==> config.mk <==
export PLATFORM = sky130hd
export DESIGN_NAME = div_unit
export DESIGN_NICKNAME = d
export VERILOG_FILES = /design/src/verilog/div_pkg.sv /design/src/verilog/div_ctrl_fsm.sv /design/src/verilog/div_sign_fix.sv /design/src/verilog/div_shift_sub.sv /design/src/verilog/div_unit.sv
export VERILOG_INCLUDE_DIRS = /design/src /design/src/include
export SDC_FILE = /design/constraint.sdc
export NUM_CORES = 1
export LEC_CHECK = 0
export BUFFER_PORTS_ARGS = -buffer_cell sky130_fd_sc_hd__buf_2
export CAP_MARGIN = 10
export CELL_PAD_IN_SITES_DETAIL_PLACEMENT = 0
export CELL_PAD_IN_SITES_GLOBAL_PLACEMENT = 1
export CORE_ASPECT_RATIO = 1.5
export CORE_MARGIN = 2
export CORE_UTILIZATION = 35
export CTS_BUF_LIST = sky130_fd_sc_hd__clkbuf_8 sky130_fd_sc_hd__clkbuf_16
export CTS_CLUSTER_SIZE = 40
export DETAILED_ROUTE_END_ITERATION = 8
export PLACE_DENSITY = 0.69
export SYNTH_ARGS = -nofsm -noshare
export SYNTH_HDL_FRONTEND = slang
export SYNTH_HIERARCHICAL = 1
export SYNTH_SLANG_ARGS = --single-unit
==> constraint.sdc <==
create_clock -name clk -period 2.6 [get_ports clk]
set_input_delay 0.39 -clock clk [delete_from_list [all_inputs] [get_ports clk]]
set_output_delay 0.39 -clock clk [all_outputs]
set_load 0.05 [all_outputs]
==> src/include/div_config.svh <==
`ifndef DIV_CONFIG_SVH
`define DIV_CONFIG_SVH

// Operand width of dividend, divisor, quotient and remainder
`define DIV_WIDTH 32

// Step counter width, must be able to hold the value DIV_WIDTH
`define DIV_COUNT_WIDTH 6

`endif

==> src/verilog/div_pkg.sv <==
`include "div_config.svh"

package div_pkg;

    // One operand, quotient or remainder
    typedef logic [`DIV_WIDTH-1:0] div_data_t;

    // Remainder in the upper half, quotient in the lower half
    typedef logic [2*`DIV_WIDTH-1:0] div_result_t;

    // Number of shift-and-subtract steps taken so far
    typedef logic [`DIV_COUNT_WIDTH-1:0] div_count_t;

    // Divider sequencing states
    typedef enum logic [1:0] {
        DIV_IDLE    = 2'b00,
        DIV_BY_ZERO = 2'b01,
        DIV_RUN     = 2'b10,
        DIV_DONE    = 2'b11
    } div_state_e;

endpackage

==> src/verilog/div_ctrl_fsm.sv <==
`timescale 1ns/1ps
`include "div_config.svh"

module div_ctrl_fsm (
    input  logic               clk,
    input  logic               reset_i,
    input  logic               start_i,
    input  logic               cancel_i,
    input  div_pkg::div_data_t divisor_i,
    output logic               load_o,
    output logic               step_o,
    output logic               clear_o,
    output logic               ready_o
);
    import div_pkg::*;

    // Counter value seen during the final step
    localparam div_count_t LAST_STEP = div_count_t'(`DIV_WIDTH - 1);

    div_state_e state_q;
    div_state_e state_d;
    div_count_t count_q;
    logic       divisor_zero;
    logic       accept;
    logic       last_step;

    assign divisor_zero = (divisor_i == '0);
    assign accept       = (state_q == DIV_IDLE) && start_i;
    assign last_step    = (count_q == LAST_STEP);

    // Operands are captured on the same edge that accepts the request
    assign load_o  = accept && !divisor_zero;
    assign clear_o = accept && divisor_zero;
    assign step_o  = (state_q == DIV_RUN);
    assign ready_o = (state_q == DIV_DONE);

    always_comb begin
        state_d = state_q;
        case (state_q)
            DIV_IDLE: begin
                if (start_i) begin
                    state_d = divisor_zero ? DIV_BY_ZERO : DIV_RUN;
                end
            end
            DIV_BY_ZERO: begin
                // Result is already zero, one cycle to present it
                state_d = cancel_i ? DIV_IDLE : DIV_DONE;
            end
            DIV_RUN: begin
                if (cancel_i) begin
                    state_d = DIV_IDLE;
                end else if (last_step) begin
                    state_d = DIV_DONE;
                end
            end
            DIV_DONE: begin
                // Hold the result until the requester lets go of start
                if (!start_i) begin
                    state_d = DIV_IDLE;
                end
            end
            default: begin
                state_d = DIV_IDLE;
            end
        endcase
    end

    always_ff @(posedge clk) begin
        if (reset_i) begin
            state_q <= DIV_IDLE;
        end else begin
            state_q <= state_d;
        end
    end

    // Step counter, restarted by every load
    always_ff @(posedge clk) begin
        if (reset_i) begin
            count_q <= '0;
        end else if (load_o) begin
            count_q <= '0;
        end else if (step_o) begin
            count_q <= count_q + div_count_t'(1);
        end
    end

    // A result is never flagged while a step is still in progress
    a_step_ready_excl: assert property (
        @(posedge clk) disable iff (reset_i) !(step_o && ready_o)
    ) else $error("div_ctrl_fsm: step_o and ready_o high together");

    a_count_range: assert property (
        @(posedge clk) disable iff (reset_i) count_q <= div_count_t'(`DIV_WIDTH)
    ) else $error("div_ctrl_fsm: step counter ran past the operand width");

endmodule

==> src/verilog/div_sign_fix.sv <==
`timescale 1ns/1ps
`include "div_config.svh"

module div_sign_fix (
    input  logic                 signed_i,
    input  div_pkg::div_data_t   dividend_i,
    input  div_pkg::div_data_t   divisor_i,
    input  div_pkg::div_data_t   raw_quotient_i,
    input  div_pkg::div_data_t   raw_remainder_i,
    output div_pkg::div_data_t   dividend_mag_o,
    output div_pkg::div_data_t   divisor_mag_o,
    output div_pkg::div_result_t result_o
);
    import div_pkg::*;

    logic      dividend_neg;
    logic      divisor_neg;
    logic      quotient_neg;
    div_data_t quotient;
    div_data_t remainder;

    // Sign bits only matter for signed division
    assign dividend_neg = signed_i && dividend_i[`DIV_WIDTH-1];
    assign divisor_neg  = signed_i && divisor_i[`DIV_WIDTH-1];
    assign quotient_neg = dividend_neg ^ divisor_neg;

    // Two's complement magnitudes for the unsigned datapath
    // The most negative value maps onto itself, which is its correct magnitude
    assign dividend_mag_o = dividend_neg ? -dividend_i : dividend_i;
    assign divisor_mag_o  = divisor_neg ? -divisor_i : divisor_i;

    // Truncating division rules
    assign quotient  = quotient_neg ? -raw_quotient_i : raw_quotient_i;
    assign remainder = dividend_neg ? -raw_remainder_i : raw_remainder_i;

    assign result_o = {remainder, quotient};

endmodule

==> src/verilog/div_shift_sub.sv <==
`timescale 1ns/1ps
`include "div_config.svh"

module div_shift_sub (
    input  logic               clk,
    input  logic               reset_i,
    input  logic               load_i,
    input  logic               step_i,
    input  logic               clear_i,
    input  div_pkg::div_data_t dividend_mag_i,
    input  div_pkg::div_data_t divisor_mag_i,
    output div_pkg::div_data_t raw_quotient_o,
    output div_pkg::div_data_t raw_remainder_o
);
    import div_pkg::*;

    // Upper half is the partial remainder, lower half holds
    // the remaining dividend bits and the quotient bits shifted in
    div_result_t         work_q;
    div_result_t         work_next;
    div_data_t           divisor_q;
    logic [`DIV_WIDTH:0] partial;
    logic [`DIV_WIDTH:0] diff;
    logic                fits;

    // Shifted partial remainder needs one extra bit for large divisors
    assign partial = work_q[2*`DIV_WIDTH-1:`DIV_WIDTH-1];
    assign fits    = (partial >= {1'b0, divisor_q});
    assign diff    = partial - {1'b0, divisor_q};

    // One restoring step
    always_comb begin
        if (fits) begin
            work_next = {diff[`DIV_WIDTH-1:0], work_q[`DIV_WIDTH-2:0], 1'b1};
        end else begin
            work_next = {partial[`DIV_WIDTH-1:0], work_q[`DIV_WIDTH-2:0], 1'b0};
        end
    end

    always_ff @(posedge clk) begin
        if (reset_i || clear_i) begin
            work_q <= '0;
        end else if (load_i) begin
            work_q <= {{`DIV_WIDTH{1'b0}}, dividend_mag_i};
        end else if (step_i) begin
            work_q <= work_next;
        end
    end

    always_ff @(posedge clk) begin
        if (load_i) begin
            divisor_q <= divisor_mag_i;
        end
    end

    assign raw_remainder_o = work_q[2*`DIV_WIDTH-1:`DIV_WIDTH];
    assign raw_quotient_o  = work_q[`DIV_WIDTH-1:0];

    // Control must never load new operands over a step
    a_load_step_excl: assert property (
        @(posedge clk) disable iff (reset_i) !(load_i && step_i)
    ) else $error("div_shift_sub: load_i and step_i high together");

endmodule

==> src/verilog/div_unit.sv <==
`timescale 1ns/1ps

module div_unit (
    input  logic                 clk,
    input  logic                 reset_i,
    input  logic                 start_i,
    input  logic                 signed_i,
    input  logic                 cancel_i,
    input  div_pkg::div_data_t   dividend_i,
    input  div_pkg::div_data_t   divisor_i,
    output div_pkg::div_result_t result_o,
    output logic                 ready_o
);
    import div_pkg::*;

    // Control to datapath
    logic load;
    logic step;
    logic clear;

    // Sign handling to and from the shift-subtract core
    div_data_t dividend_mag;
    div_data_t divisor_mag;
    div_data_t raw_quotient;
    div_data_t raw_remainder;

    div_ctrl_fsm u_div_ctrl_fsm (
        .clk       (clk),
        .reset_i   (reset_i),
        .start_i   (start_i),
        .cancel_i  (cancel_i),
        .divisor_i (divisor_i),
        .load_o    (load),
        .step_o    (step),
        .clear_o   (clear),
        .ready_o   (ready_o)
    );

    div_sign_fix u_div_sign_fix (
        .signed_i        (signed_i),
        .dividend_i      (dividend_i),
        .divisor_i       (divisor_i),
        .raw_quotient_i  (raw_quotient),
        .raw_remainder_i (raw_remainder),
        .dividend_mag_o  (dividend_mag),
        .divisor_mag_o   (divisor_mag),
        .result_o        (result_o)
    );

    div_shift_sub u_div_shift_sub (
        .clk             (clk),
        .reset_i         (reset_i),
        .load_i          (load),
        .step_i          (step),
        .clear_i         (clear),
        .dividend_mag_i  (dividend_mag),
        .divisor_mag_i   (divisor_mag),
        .raw_quotient_o  (raw_quotient),
        .raw_remainder_o (raw_remainder)
    );

endmodule

==> results.yml <==
run_status:
  status: "finished with violations"
  violations: "negative setup slack"
final_layout:
  post-route-util: 0.532
  filler_cell_count: 2460
  finish.instance_area_um2: 13700
  area_delta_synth_final_pct: 49.7
  ff_latch_area_um2: 2420
  total_number_of_nets_in_the_final_design: 1582
  area_used_by_multi_input_combinational_logic_um2: 7360
  final_layout_size_suffix_gt1_frac: 0.415
  antenna_cells: 0
global_route:
  antenna_violations_before_repair: 0
  grt_max_degree: 104
  vias_in_the_first_global_route: 9774
  grt_pass1_wl_um: 49100
  global_route.usage.total: 0.226
  gr-total-overflow: 0
sta:
  post-route-period-util: 1.15
  worst_hold_slack_ps: 315
  clock.fmax_mhz: 334
  finalMaxSlewViolations: 0
  grt_setup_unrepaired: "true"
  maxSlewHeadroom: 0.526
  setup_violations: 65
  finalClockSkew_ps: 10.8
  setup_ws_ps: -393
  tightest_slew_ps: 708
  report.final.hold_viol_count: 0
  fin_crit_ps: 2990
  finalSetupTns_ps: -12920
hold_path:
  hold_start: "divisor_i[0]"
  hold_path.class: "primary input to register"
  worst_hold_path.num_cells: 1
  hold_end: "u_div_shift_sub/divisor_q[0]"
power_and_ir_drop:
  net_sw_frac: 0.503
  worst_ir_drop_vdd_uv: 849
  total_leakage_power_nw: 5.87
  total_power_mw: 17.8
  combPwrFrac: 0.776
  cellPowerDensity_nw_per_um2: 1300
  power.internal_mw: 8.87
  share_clk_of_total_power: 0.083
  power.net_switching_mw: 8.96
  share_seq_of_total_power: 0.140
logic_synthesis:
  synth_enable_flop_cells: 32
  post-synth-top-count-cell: "sky130_fd_sc_hd__nor2_1"
  synth_largest_area_cell: "sky130_fd_sc_hd__dfxtp_1"
  netlist_area_um2: 9120
  syn-instance-count: 1169
  ys_seq_area_frac: 0.263
  post-synth-top-area-fraction: 0.158
  synth_nets: 1280
  synth.area.top_cells: "sky130_fd_sc_hd__dfxtp_1 16%, sky130_fd_sc_hd__edfxtp_1 11%, sky130_fd_sc_hd__xnor2_1 7.4%"
  synth.distinct_cells: 76
  synth_ff_type: "sky130_fd_sc_hd__dfxtp_1"
  postSynth.asyncResetShare: 0
  post_synth.cell_area_avg_um2: 7.80
  yosys_warnings: 6
  synthTopCellsByCount: "138 x sky130_fd_sc_hd__nor2_1, 103 x sky130_fd_sc_hd__nand2_1, 99 x sky130_fd_sc_hd__a21oi_1"
  synth-seq-cells: 104
floorplanning:
  pin_count: 134
  die_h_um: 202
  die-width_um: 136
  start_util: 0.355
  rows: 72
  die_area_um2: 27400
  design.core.area_um2: 25700
clock_network:
  tritoncts_num_sinks: 104
  cts_tree: "built"
  clk_latency_worst_skew_pair_ps: 380
  tritoncts.num_buffers: 9
  worst_setup_hold_path_clk_slew_ps: 70
  clock_tree.root_cell: "sky130_fd_sc_hd__clkbuf_16"
  post_cts_hold_buffer_count: 0
  cts.path.max_buffers: 2
  cts-htree-levels: 3
placement:
  place_congestion: 0.896
  port_buffers: 133
  placedInstanceArea_um2: 11500
  place.detailed.hpwl_um: 23500
critical_path:
  r2r_setup_slack_ps: -280
  worstSetupStartpointType: "register"
  worst-path-max-fanout: 4
  timing_worst_setup_path_type: "register to output port"
  cp_data_required_time_ps: 2210
  worstPathArrival_ps: 2600
  reg2reg_to: "u_div_shift_sub/work_q[48]"
  r2r_cell_count: 13
  crit_end_category: "output port"
  worstReg2RegStart: "u_div_shift_sub/work_q[32]"
route:
  first_pass_detailed_route_iteration_total: 5
  drc: 0
  routedWlPerCell_um: 17.4
  viasPerCell: 5.30
  drt-initial-drc-count: 345
  dr_total_vias: 9592
  finalWirelength_um: 31500
  antenna_violating_nets_post_route: 0
flow_run:
  maxCapViolations: 0
[stage by stage]
stage | instances | setup slack [ps]
final | 1809 | -393
after floorplan | 1169 | -106
after CTS | 1797 | -388
after global placement | 1744 | -401
after global routing | 1809 | -467
after detailed placement | 1744 | -450
[power by group through the flow]
stage | registers [mW] | logic, mW | clock network [mW]
floorplan | 2.52 | 6.81 | 0
global placement | 2.49 | 10.4 | 0
detailed placement | 2.50 | 10.4 | 0
CTS | 2.49 | 12.5 | 1.52
global route | 2.56 | 14.7 | 1.58
finish | 2.50 | 13.8 | 1.48
[flip-flops by register name (all words and copies together) (netlist names)]
| register | count |
|---|---|
| u_div_ctrl_fsm/count_q | 6 |
| u_div_ctrl_fsm/state_q | 2 |
| u_div_shift_sub/divisor_q | 32 |
| u_div_shift_sub/work_q | 64 |
[critical path, cell delays in order (launching register included)]
cell	delay, ps
sky130_fd_sc_hd__dfxtp_2	330
sky130_fd_sc_hd__or4_4	560
sky130_fd_sc_hd__nor4_4	330
sky130_fd_sc_hd__buf_4	170
sky130_fd_sc_hd__nand3_4	120
sky130_fd_sc_hd__buf_4	170
sky130_fd_sc_hd__o31ai_4	170
sky130_fd_sc_hd__xnor2_1	150
sky130_fd_sc_hd__buf_4	220
[timing repair]
action / CTS / global route
endpoints found under the setup margin: 73 / 77
cloned: 1 / 0
buffers inserted: 43 / 20
gates resized for setup: 223 / 119
pin swaps: 81 / 88
[cell type report]
cell class,instances,share of cell area
Multi-Input combinational cell,920,0.539
Timing Repair Buffer,376,0.213
Sequential cell,104,0.178
Tap cell,333,0.0305
Clock buffer,11,0.0193
Inverter,60,0.0165
Clock inverter,5,0.00385
[logic make-up (layout without fill, tap and decap cells)]
family	after synthesis	after routing	synth area share
xor+xnor	142	142	0.136
compound gates	296	296	0.203
simple gates	404	404	0.222
flops	104	104	0.263
fa+ha+maj	42	42	0.0584
buf+inv	145	452	0.0771
mux	36	36	0.0395
[metal layers]
| layer | GRT usage | share of wire | vias to the layer above |
|---|---|---|---|
| met5 | 0 | 0 | - |
| met4 | 0.0964 | 0.034 | 0 |
| met3 | 0.0267 | 0.036 | 62 |
| met2 | 0.426 | 0.54 | 216 |
| met1 | 0.250 | 0.39 | 4569 |
| li1 | - | - | 4745 |
[worst max-delay path by stage]
stage	slack [ps]	from	depth (start not counted)	to
global placement	-400	u_div_shift_sub/divisor_q[16]	12	u_div_shift_sub/work_q[34]
floorplan	-110	u_div_shift_sub/work_q[31]	13	u_div_shift_sub/work_q[48]
global route	-470	u_div_shift_sub/work_q[32]	11	result_o[56]
detailed placement	-450	u_div_shift_sub/divisor_q[16]	12	u_div_shift_sub/work_q[34]
finish	-390	u_div_shift_sub/work_q[21]	8	result_o[25]
CTS	-390	u_div_shift_sub/work_q[32]	9	result_o[60]
[placed cells by master (no fill, tap or decap), drive strengths merged, types with 4 or more instances in the layout]
cell	n
o21a	4
and3	6
or3	15
clkbuf	12
edfxtp	32
o41ai	12
a21o	14
mux2i	36
nor3	35
ha	41
a31oi	32
xor2	65
o21ai	68
o21bai	5
nand2	103
or4	10
dfxtp	72
a21oi	99
nand4	11
nand2b	9
a21boi	4
o211ai	4
inv	62
buf	375
o31ai	15
nor4	28
nor2	139
nand3b	4
xnor2	77
nand3	20
and2	6
a211o	5
a311oi	15
Note: power is estimated with default switching activity, not from simulation.
